File: src/rtl/keep_filter_consts.svh
// Keep filter widths and depths
// Stream geometry and FIFO sizes for the packet keep filter

`ifndef KEEP_FILTER_CONSTS_SVH
`define KEEP_FILTER_CONSTS_SVH

// Stream data width and byte keep width
`define KF_DATA_W      32
`define KF_KEEP_W      4

// Data FIFO depth bounds the kept beats per packet
`define KF_DATA_DEPTH  16

// Packets that can wait complete in the filter
`define KF_DESC_DEPTH  4

// Kept-beat count and statistics widths
`define KF_CNT_W       8
`define KF_STAT_W      16

`endif
File: src/rtl/keep_filter_pkg.sv
// Keep filter shared types
// Plain vector types for beat payload, keep mask, kept-beat count
// and statistics counter values

`default_nettype none

`include "keep_filter_consts.svh"

package keep_filter_pkg;

    // Stream payload of one beat
    typedef logic [`KF_DATA_W-1:0] tdata_t;

    // One bit per byte lane
    typedef logic [`KF_KEEP_W-1:0] tkeep_t;

    // Kept beats in one packet, also the descriptor FIFO word
    typedef logic [`KF_CNT_W-1:0]  beat_cnt_t;

    // Statistics counter value
    typedef logic [`KF_STAT_W-1:0] stat_t;

endpackage

`default_nettype wire

File: src/rtl/axis_keep_filter_top.sv
// Stream keep filter top level
// Status stage, packet filter core and statistics counters

`timescale 1ns/10ps
`default_nettype none

module axis_keep_filter_top
    import keep_filter_pkg::*;
(
    input  logic   axis_out,
    input  logic   reset_w_bytes,
    input  logic   in_tvalid,
    input  tdata_t in_tdata,
    input  tkeep_t in_tkeep,
    input  logic   in_tlast,
    output logic   in_tready,
    output logic   out_tvalid,
    output tdata_t out_tdata,
    output tkeep_t out_tkeep,
    output logic   out_tlast,
    input  logic   out_tready,
    output stat_t  pkts_sent,
    output stat_t  beats_dropped,
    output stat_t  pkts_dropped
);

    logic   stg_tvalid;
    tdata_t stg_tdata;
    tkeep_t stg_tkeep;
    logic   stg_tlast;
    logic   stg_empty;
    logic   stg_ready;
    logic   beat_drop;
    logic   packet_drop;
    logic   pkt_sent;

    // One packet leaves per output last handshake
    assign pkt_sent = out_tvalid && out_tready && out_tlast;

    beat_status_stage i_beat_status_stage (
        .axis_out (axis_out), .reset_w_bytes (reset_w_bytes),
        .in_tvalid (in_tvalid), .in_tdata (in_tdata), .in_tkeep (in_tkeep),
        .in_tlast (in_tlast), .in_tready (in_tready),
        .stg_tvalid (stg_tvalid), .stg_tdata (stg_tdata), .stg_tkeep (stg_tkeep),
        .stg_tlast (stg_tlast), .stg_empty (stg_empty), .stg_ready (stg_ready)
    );

    keep_filter_fifo i_keep_filter_fifo (
        .axis_out (axis_out), .reset_w_bytes (reset_w_bytes),
        .stg_tvalid (stg_tvalid), .stg_tdata (stg_tdata), .stg_tkeep (stg_tkeep),
        .stg_tlast (stg_tlast), .stg_empty (stg_empty), .stg_ready (stg_ready),
        .out_tvalid (out_tvalid), .out_tdata (out_tdata), .out_tkeep (out_tkeep),
        .out_tlast (out_tlast), .out_tready (out_tready),
        .beat_drop (beat_drop), .packet_drop (packet_drop)
    );

    filter_stats i_filter_stats (
        .axis_out (axis_out), .reset_w_bytes (reset_w_bytes),
        .pkt_sent (pkt_sent), .beat_drop (beat_drop), .packet_drop (packet_drop),
        .pkts_sent (pkts_sent), .beats_dropped (beats_dropped),
        .pkts_dropped (pkts_dropped)
    );

endmodule

`default_nettype wire

File: src/rtl/filter_stats.sv
// Filter statistics
// Saturating event counters for packets sent, beats dropped
// and packets dropped

`timescale 1ns/10ps
`default_nettype none

module filter_stats
    import keep_filter_pkg::*;
(
    input  logic  axis_out,
    input  logic  reset_w_bytes,
    input  logic  pkt_sent,
    input  logic  beat_drop,
    input  logic  packet_drop,
    output stat_t pkts_sent,
    output stat_t beats_dropped,
    output stat_t pkts_dropped
);

    // Stick at all ones instead of wrapping
    function automatic stat_t sat_inc(input stat_t value);
        return (value == '1) ? value : value + 1'b1;
    endfunction

    always_ff @(posedge axis_out) begin
        if (reset_w_bytes) begin
            pkts_sent     <= '0;
            beats_dropped <= '0;
            pkts_dropped  <= '0;
        end else begin
            if (pkt_sent) begin
                pkts_sent <= sat_inc(pkts_sent);
            end
            if (beat_drop) begin
                beats_dropped <= sat_inc(beats_dropped);
            end
            // A dropped packet also counts its empty beats above
            if (packet_drop) begin
                pkts_dropped <= sat_inc(pkts_dropped);
            end
        end
    end

endmodule

`default_nettype wire

File: src/rtl/keep_filter_fifo.sv
// Packet keep filter core
// Store-and-forward packet FIFO that drops beats with an all-zero keep
// mask. One descriptor per packet carries its kept-beat count, from which
// the output last is rebuilt. Packets with no kept beat are dropped whole

`timescale 1ns/10ps
`default_nettype none

`include "keep_filter_consts.svh"

module keep_filter_fifo
    import keep_filter_pkg::*;
(
    input  logic   axis_out,
    input  logic   reset_w_bytes,
    input  logic   stg_tvalid,
    input  tdata_t stg_tdata,
    input  tkeep_t stg_tkeep,
    input  logic   stg_tlast,
    input  logic   stg_empty,
    output logic   stg_ready,
    output logic   out_tvalid,
    output tdata_t out_tdata,
    output tkeep_t out_tkeep,
    output logic   out_tlast,
    input  logic   out_tready,
    output logic   beat_drop,
    output logic   packet_drop
);

    localparam int DFIFO_W = `KF_KEEP_W + `KF_DATA_W;

    logic               stg_hs;
    logic               stg_end;
    logic               beat_kept;
    beat_cnt_t          wr_cnt;
    beat_cnt_t          pkt_cnt;
    logic               out_hs;
    beat_cnt_t          rd_cnt;
    beat_cnt_t          head_cnt;
    logic [DFIFO_W-1:0] head_beat;
    logic               data_full;
    logic               data_empty;
    logic               desc_full;
    logic               desc_empty;

    // Write side
    assign stg_hs    = stg_tvalid && stg_ready;
    assign stg_end   = stg_hs && stg_tlast;
    assign beat_kept = stg_hs && !stg_empty;

    // Count including the beat now transferring
    assign pkt_cnt = stg_empty ? wr_cnt : wr_cnt + 1'b1;

    // Room is needed in both FIFOs, whatever the beat turns out to be
    assign stg_ready = !data_full && !desc_full;

    assign beat_drop   = stg_hs && stg_empty;
    assign packet_drop = stg_end && (pkt_cnt == '0);

    always_ff @(posedge axis_out) begin
        if (reset_w_bytes) begin
            wr_cnt <= '0;
        end else if (stg_end) begin
            wr_cnt <= '0;
        end else if (beat_kept) begin
            wr_cnt <= wr_cnt + 1'b1;
        end
    end

    sync_fifo #(
        .WIDTH (DFIFO_W),
        .DEPTH (`KF_DATA_DEPTH)
    ) data_fifo (
        .axis_out      (axis_out),
        .reset_w_bytes (reset_w_bytes),
        .wr_en         (beat_kept),
        .wr_data       ({stg_tkeep, stg_tdata}),
        .rd_en         (out_hs),
        .rd_data       (head_beat),
        .full          (data_full),
        .empty         (data_empty)
    );

    // Only packets with at least one kept beat get a descriptor
    sync_fifo #(
        .WIDTH (`KF_CNT_W),
        .DEPTH (`KF_DESC_DEPTH)
    ) desc_fifo (
        .axis_out      (axis_out),
        .reset_w_bytes (reset_w_bytes),
        .wr_en         (stg_end && (pkt_cnt != '0)),
        .wr_data       (pkt_cnt),
        .rd_en         (out_hs && out_tlast),
        .rd_data       (head_cnt),
        .full          (desc_full),
        .empty         (desc_empty)
    );

    // Packet released once its descriptor exists
    assign out_tvalid             = !desc_empty && !data_empty;
    assign {out_tkeep, out_tdata} = head_beat;
    assign out_hs                 = out_tvalid && out_tready;

    // Last beat of the head packet
    assign out_tlast = out_tvalid && (rd_cnt == beat_cnt_t'(head_cnt - 1'b1));

    always_ff @(posedge axis_out) begin
        if (reset_w_bytes) begin
            rd_cnt <= '0;
        end else if (out_hs && out_tlast) begin
            rd_cnt <= '0;
        end else if (out_hs) begin
            rd_cnt <= rd_cnt + 1'b1;
        end
    end

endmodule

`default_nettype wire

File: src/rtl/beat_status_stage.sv
// Beat status stage
// One-beat register slice in front of the filter core. Each beat is
// captured together with its empty flag (keep mask all zero)

`timescale 1ns/10ps
`default_nettype none

module beat_status_stage
    import keep_filter_pkg::*;
(
    input  logic   axis_out,
    input  logic   reset_w_bytes,
    input  logic   in_tvalid,
    input  tdata_t in_tdata,
    input  tkeep_t in_tkeep,
    input  logic   in_tlast,
    output logic   in_tready,
    output logic   stg_tvalid,
    output tdata_t stg_tdata,
    output tkeep_t stg_tkeep,
    output logic   stg_tlast,
    output logic   stg_empty,
    input  logic   stg_ready
);

    logic rdy_en;
    logic in_hs;

    // Accept when the slot is free or its beat leaves this cycle
    assign in_tready = rdy_en && (!stg_tvalid || stg_ready);
    assign in_hs     = in_tvalid && in_tready;

    always_ff @(posedge axis_out) begin
        if (reset_w_bytes) begin
            rdy_en     <= 1'b0;
            stg_tvalid <= 1'b0;
        end else begin
            // Held off for the reset cycle itself
            rdy_en <= 1'b1;
            if (in_tready) begin
                stg_tvalid <= in_tvalid;
            end
        end
    end

    // Payload and flags, loaded only on a transfer
    always_ff @(posedge axis_out) begin
        if (in_hs) begin
            stg_tdata <= in_tdata;
            stg_tkeep <= in_tkeep;
            stg_tlast <= in_tlast;
            stg_empty <= (in_tkeep == '0);
        end
    end

endmodule

`default_nettype wire

File: src/rtl/sync_fifo.sv
// Synchronous FIFO
// Circular buffer with first-word fall-through read port,
// occupancy count and full / empty flags

`timescale 1ns/10ps
`default_nettype none

module sync_fifo #(
    parameter int WIDTH = 8,
    parameter int DEPTH = 4
) (
    input  logic             axis_out,
    input  logic             reset_w_bytes,
    input  logic             wr_en,
    input  logic [WIDTH-1:0] wr_data,
    input  logic             rd_en,
    output logic [WIDTH-1:0] rd_data,
    output logic             full,
    output logic             empty
);

    localparam int PTR_W = (DEPTH > 1) ? $clog2(DEPTH) : 1;
    localparam int CNT_W = $clog2(DEPTH + 1);

    logic [WIDTH-1:0] mem [DEPTH];
    logic [PTR_W-1:0] wr_ptr;
    logic [PTR_W-1:0] rd_ptr;
    logic [CNT_W-1:0] count;
    logic             do_wr;
    logic             do_rd;

    assign full  = (count == CNT_W'(DEPTH));
    assign empty = (count == '0);

    // Overflow and underflow requests are dropped
    assign do_wr = wr_en && !full;
    assign do_rd = rd_en && !empty;

    // Head word is always on the read port
    assign rd_data = mem[rd_ptr];

    always_ff @(posedge axis_out) begin
        if (do_wr) begin
            mem[wr_ptr] <= wr_data;
        end
    end

    always_ff @(posedge axis_out) begin
        if (reset_w_bytes) begin
            wr_ptr <= '0;
            rd_ptr <= '0;
            count  <= '0;
        end else begin
            if (do_wr) begin
                wr_ptr <= (wr_ptr == PTR_W'(DEPTH - 1)) ? '0 : wr_ptr + 1'b1;
            end
            if (do_rd) begin
                rd_ptr <= (rd_ptr == PTR_W'(DEPTH - 1)) ? '0 : rd_ptr + 1'b1;
            end
            // Simultaneous push and pop leaves the count alone
            if (do_wr && !do_rd) begin
                count <= count + 1'b1;
            end else if (do_rd && !do_wr) begin
                count <= count - 1'b1;
            end
        end
    end

endmodule

`default_nettype wire

File: config.mk
export PLATFORM = sky130hd
export DESIGN_NAME = axis_keep_filter_top
export DESIGN_NICKNAME = d
export VERILOG_FILES = /design/src/rtl/keep_filter_pkg.sv /design/src/rtl/axis_keep_filter_top.sv /design/src/rtl/filter_stats.sv /design/src/rtl/keep_filter_fifo.sv /design/src/rtl/beat_status_stage.sv /design/src/rtl/sync_fifo.sv
export VERILOG_INCLUDE_DIRS = /design/src /design/src/rtl
export SDC_FILE = /design/constraint.sdc
export NUM_CORES = 1
export LEC_CHECK = 0
export ABC_AREA = 1
export BUFFER_PORTS_ARGS = -buffer_cell sky130_fd_sc_hd__buf_2
export CAP_MARGIN = 20
export CORE_MARGIN = 2
export CORE_UTILIZATION = 60
export CTS_CLUSTER_SIZE = 40
export DETAILED_ROUTE_END_ITERATION = 6
export MAX_ROUTING_LAYER = met4
export PLACE_DENSITY = 0.85
export RECOVER_POWER = 25
export SYNTH_ARGS = -nofsm -noshare
export SYNTH_HDL_FRONTEND = slang
export SYNTH_SLANG_ARGS = --single-unit
File: constraint.sdc
create_clock -name axis_out -period 9.25 [get_ports axis_out]
set_input_delay 0.925 -clock axis_out [delete_from_list [all_inputs] [get_ports axis_out]]
set_output_delay 0.925 -clock axis_out [all_outputs]
set_load 0.05 [all_outputs]
==> flow_metrics.env <==
export IMPL_coreArea_sq_um=50100
export IMPL_yosysSeqAreaShare_pct=69.9
export IMPL_die_h_um=229
export IMPL_dp_hpwl_um=38100
export IMPL_numCtsBuffers=74
export IMPL_crit_type="reg2out"
export IMPL_vias=19805
export IMPL_dieArea_sq_um=52500
export IMPL_gr_usage_met1_pct=34.8
export IMPL_nFillCells=3356
export IMPL_fin_crit_sh_pct=49.0
export IMPL_top_usage_layer="met2"
export IMPL_syn_nets=2477
export IMPL_die_x_um=229
export IMPL_antenna_found_initial=2
export IMPL_min_path_type="in2reg"
export IMPL_row_count=82
export IMPL_track_usage_pct=27.5
export IMPL_regArea_sq_um=21300
export IMPL_setup_viol=0
export IMPL_grt_overflow=0
export IMPL_cp_max_fo=58
export IMPL_clk_latency_ns=0.61
export IMPL_worst_r2r_cell_count=11
export IMPL_dr_pass1_iters=6
export IMPL_skew_ns=0.0178
export IMPL_critPathCaptureType="output pin"
export IMPL_grt_pass1_wl_um=108000
export IMPL_critPathRequiredTime_ns=8.33
export IMPL_grt_start_max_net_pins=203
export IMPL_finalCoreUtilization_pct=67.9
export IMPL_crit_arrival_ns=3.60
export IMPL_gr_usage_met3_pct=5.05
export IMPL_fmax_ghz=0.221
export IMPL_ff2ff_setup_slack_ns=5.59
export IMPL_ys_types=44
export IMPL_netlist_area_sq_um=30400
export IMPL_detail_route_antenna_nets=0
export IMPL_wl_per_cell_um=21.7
export IMPL_maxCapViolations=0
export IMPL_period_minus_slack_ns=4.53
export IMPL_clock_sinks=738
export IMPL_cts_max_path_buffers=3
export IMPL_root_buffer="clkbuf_16"
export IMPL_ios=128
export IMPL_cts_resized=0
export IMPL_yosys_warnings=0
export IMPL_cp_endpoint="out_tdata[21]"
export IMPL_first_global_vias=19844
export IMPL_drc=0
export IMPL_setup_worst_path_start_class="register"
export IMPL_routed_wl_um=70800
export IMPL_postCtsHoldBufs=0
export IMPL_hold_viol=0
export IMPL_grt_use_met2_pct=44.3
export IMPL_power_leakage_nw=11.6
export IMPL_multi_input_area_sq_um=7760
export IMPL_relSlewSlack_pct=27.8
export IMPL_io_buffers=127
export IMPL_p_per_area_nw_per_um2=201
export IMPL_status="finished clean"
export IMPL_final_max_slew_viol_count=0
export IMPL_r2r_end="i_keep_filter_fifo.data_fifo.mem[11][24]"
export IMPL_initial_core_util_pct=60.7
export IMPL_cts_tree="built"
export IMPL_ys_ff_latch=738
export IMPL_regToRegStartpoint="i_keep_filter_fifo.data_fifo.count[0]"
export IMPL_layout_drive_gt1_share_pct=11.6
export IMPL_syn_avg_cell_area_sq_um=12.6
export IMPL_clkTransAtPathRegs_ns=0.06
export IMPL_setup_tns_ns=0
export IMPL_syn_to_final_growth_pct=11.9
export IMPL_cts_htree_levels=3
export IMPL_nets=2588
export IMPL_synth_cells=2413
export IMPL_drt_iter0_markers=2127
export IMPL_rsz0062_at_grt="no"
export IMPL_peakVddDrop_v=0.000124
export IMPL_place_congestion=0.867
export IMPL_worst_pin_slew_ns=1.08
export IMPL_vias_per_cell=6.08
export IMPL_cts_setup_buffers=0
-- cells in the mapped netlist, drive strengths merged --
cell type	instances	area share, %
edfxtp	646	64
inv	263	3.3
nand2	233	3.0
o21ai	206	3.4
a21oi	202	3.3
mux2i	144	4.7
o211ai	144	3.6
nand3	126	2.2
nor2	105	1.4
dfxtp	92	6.1
clkbuf	81	1.0
buf	39	0.67
nor3	28	0.48
xor2	26	0.75
ha	21	0.86
nand4	16	0.33
xnor2	8	0.23
nor4	7	0.14
o21a	4	0.099
a31oi	3	0.062
clkinv	3	0.037
a211oi	2	0.049
a21o	2	0.049
fa	2	0.13
nand3b	2	0.049
nor3b	2	0.049
or2	2	0.041
a221oi	1	0.029
and3	1	0.021
o211a	1	0.033
o221a	1	0.037
-- flip-flops by register name (all words and copies together), names as in the netlist, 5 cells and up, named ones only --
name,cells
i_filter_stats.beats_dropped,16
i_keep_filter_fifo.data_fifo.mem,576
i_keep_filter_fifo.desc_fifo.mem,32
i_keep_filter_fifo.data_fifo.count,5
i_keep_filter_fifo.rd_cnt,8
i_keep_filter_fifo.wr_cnt,8
i_filter_stats.pkts_dropped,16
i_beat_status_stage.stg_tdata,32
i_filter_stats.pkts_sent,16
-- worst min path at each step --
| stage | start | endpoint | slack [ns] | cells past startpoint |
|---|---|---|---|---|
| 5_1_grt | in_tdata[26] | i_beat_status_stage.stg_tdata[26] | 0.47 | 1 |
| 3_5_place_dp | i_filter_stats.pkts_sent[8] | i_filter_stats.pkts_sent[8] | 0.48 | 2 |
| 4_1_cts | in_tdata[26] | i_beat_status_stage.stg_tdata[26] | 0.45 | 1 |
| 2_1_floorplan | i_keep_filter_fifo.wr_cnt[1] | i_keep_filter_fifo.wr_cnt[1] | 0.46 | 2 |
| 6_report | in_tdata[26] | i_beat_status_stage.stg_tdata[26] | 0.47 | 1 |
| 3_3_place_gp | i_beat_status_stage.stg_tvalid | i_beat_status_stage.stg_tvalid | 0.46 | 2 |
-- area by class of cell --
| type | count | share of cell area (%) |
|---|---|---|
| Tap cell | 672 | 2.47 |
| Clock inverter | 31 | 0.791 |
| Multi-Input combinational cell | 1289 | 22.8 |
| Clock buffer | 101 | 5.93 |
| Antenna cell | 3 | 0.0221 |
| Inverter | 266 | 2.96 |
| Sequential cell | 738 | 62.5 |
| Timing Repair Buffer | 155 | 2.54 |
-- critical path, stage by stage (launching register included) --
cell,delay (ns)
dfxtp_4,0.63
buf_4,0.66
buf_4,0.70
a21oi_1,0.09
o21ai_0,0.12
o21ai_0,0.15
o211ai_1,0.19
nand2_1,0.11
buf_2,0.22
-- metal layers --
metal	share of wire, %	routed length (um)
met5	0	0
met2	49	34500
met4	3.1	2230
met1	38	27100
met3	9.8	6910
-- power by group --
group / total [mW] / internal [mW] / switching, mW
Combinational: 0.329 / 0.103 / 0.226
Sequential: 3.68 / 3.64 / 0.0441
Clock: 2.84 / 1.62 / 1.22
-- stage by stage --
stage	hold WS (ns)	cell area, sq um	std cells	total power [mW]	setup slack, ns
final	0.475	34000	3255	6.85	4.72
after global routing	0.468	34000	3254	7.03	4.55
after CTS	0.452	34000	3251	6.88	4.74
after detailed placement	0.481	31700	3119	4.08	5.42
after global placement	0.464	31700	3119	4.06	5.48
after floorplan	0.456	30400	2413	3.98	5.76
-- placed cells by master (no fill, tap or decap), types with 75 or more instances in the layout --
cell / n
clkbuf_16: 75
nand3_1: 118
edfxtp_1: 646
mux2i_1: 144
nand2_1: 221
nor2_1: 82
inv_1: 257
dfxtp_1: 88
o211ai_1: 144
o21ai_0: 206
a21oi_1: 202
buf_2: 115
-- logic make-up after synthesis --
kind of cell / synth area share, %
buffers and inverters: 4.97
DFF: 69.9
adders and majority gates: 0.996
muxes: 4.74
AOI/OAI and AO/OA: 10.6
xor gates and xnor gates: 0.980
and+or+nand+nor: 7.79
No activity file was read; power rests on OpenSTA's default activity.
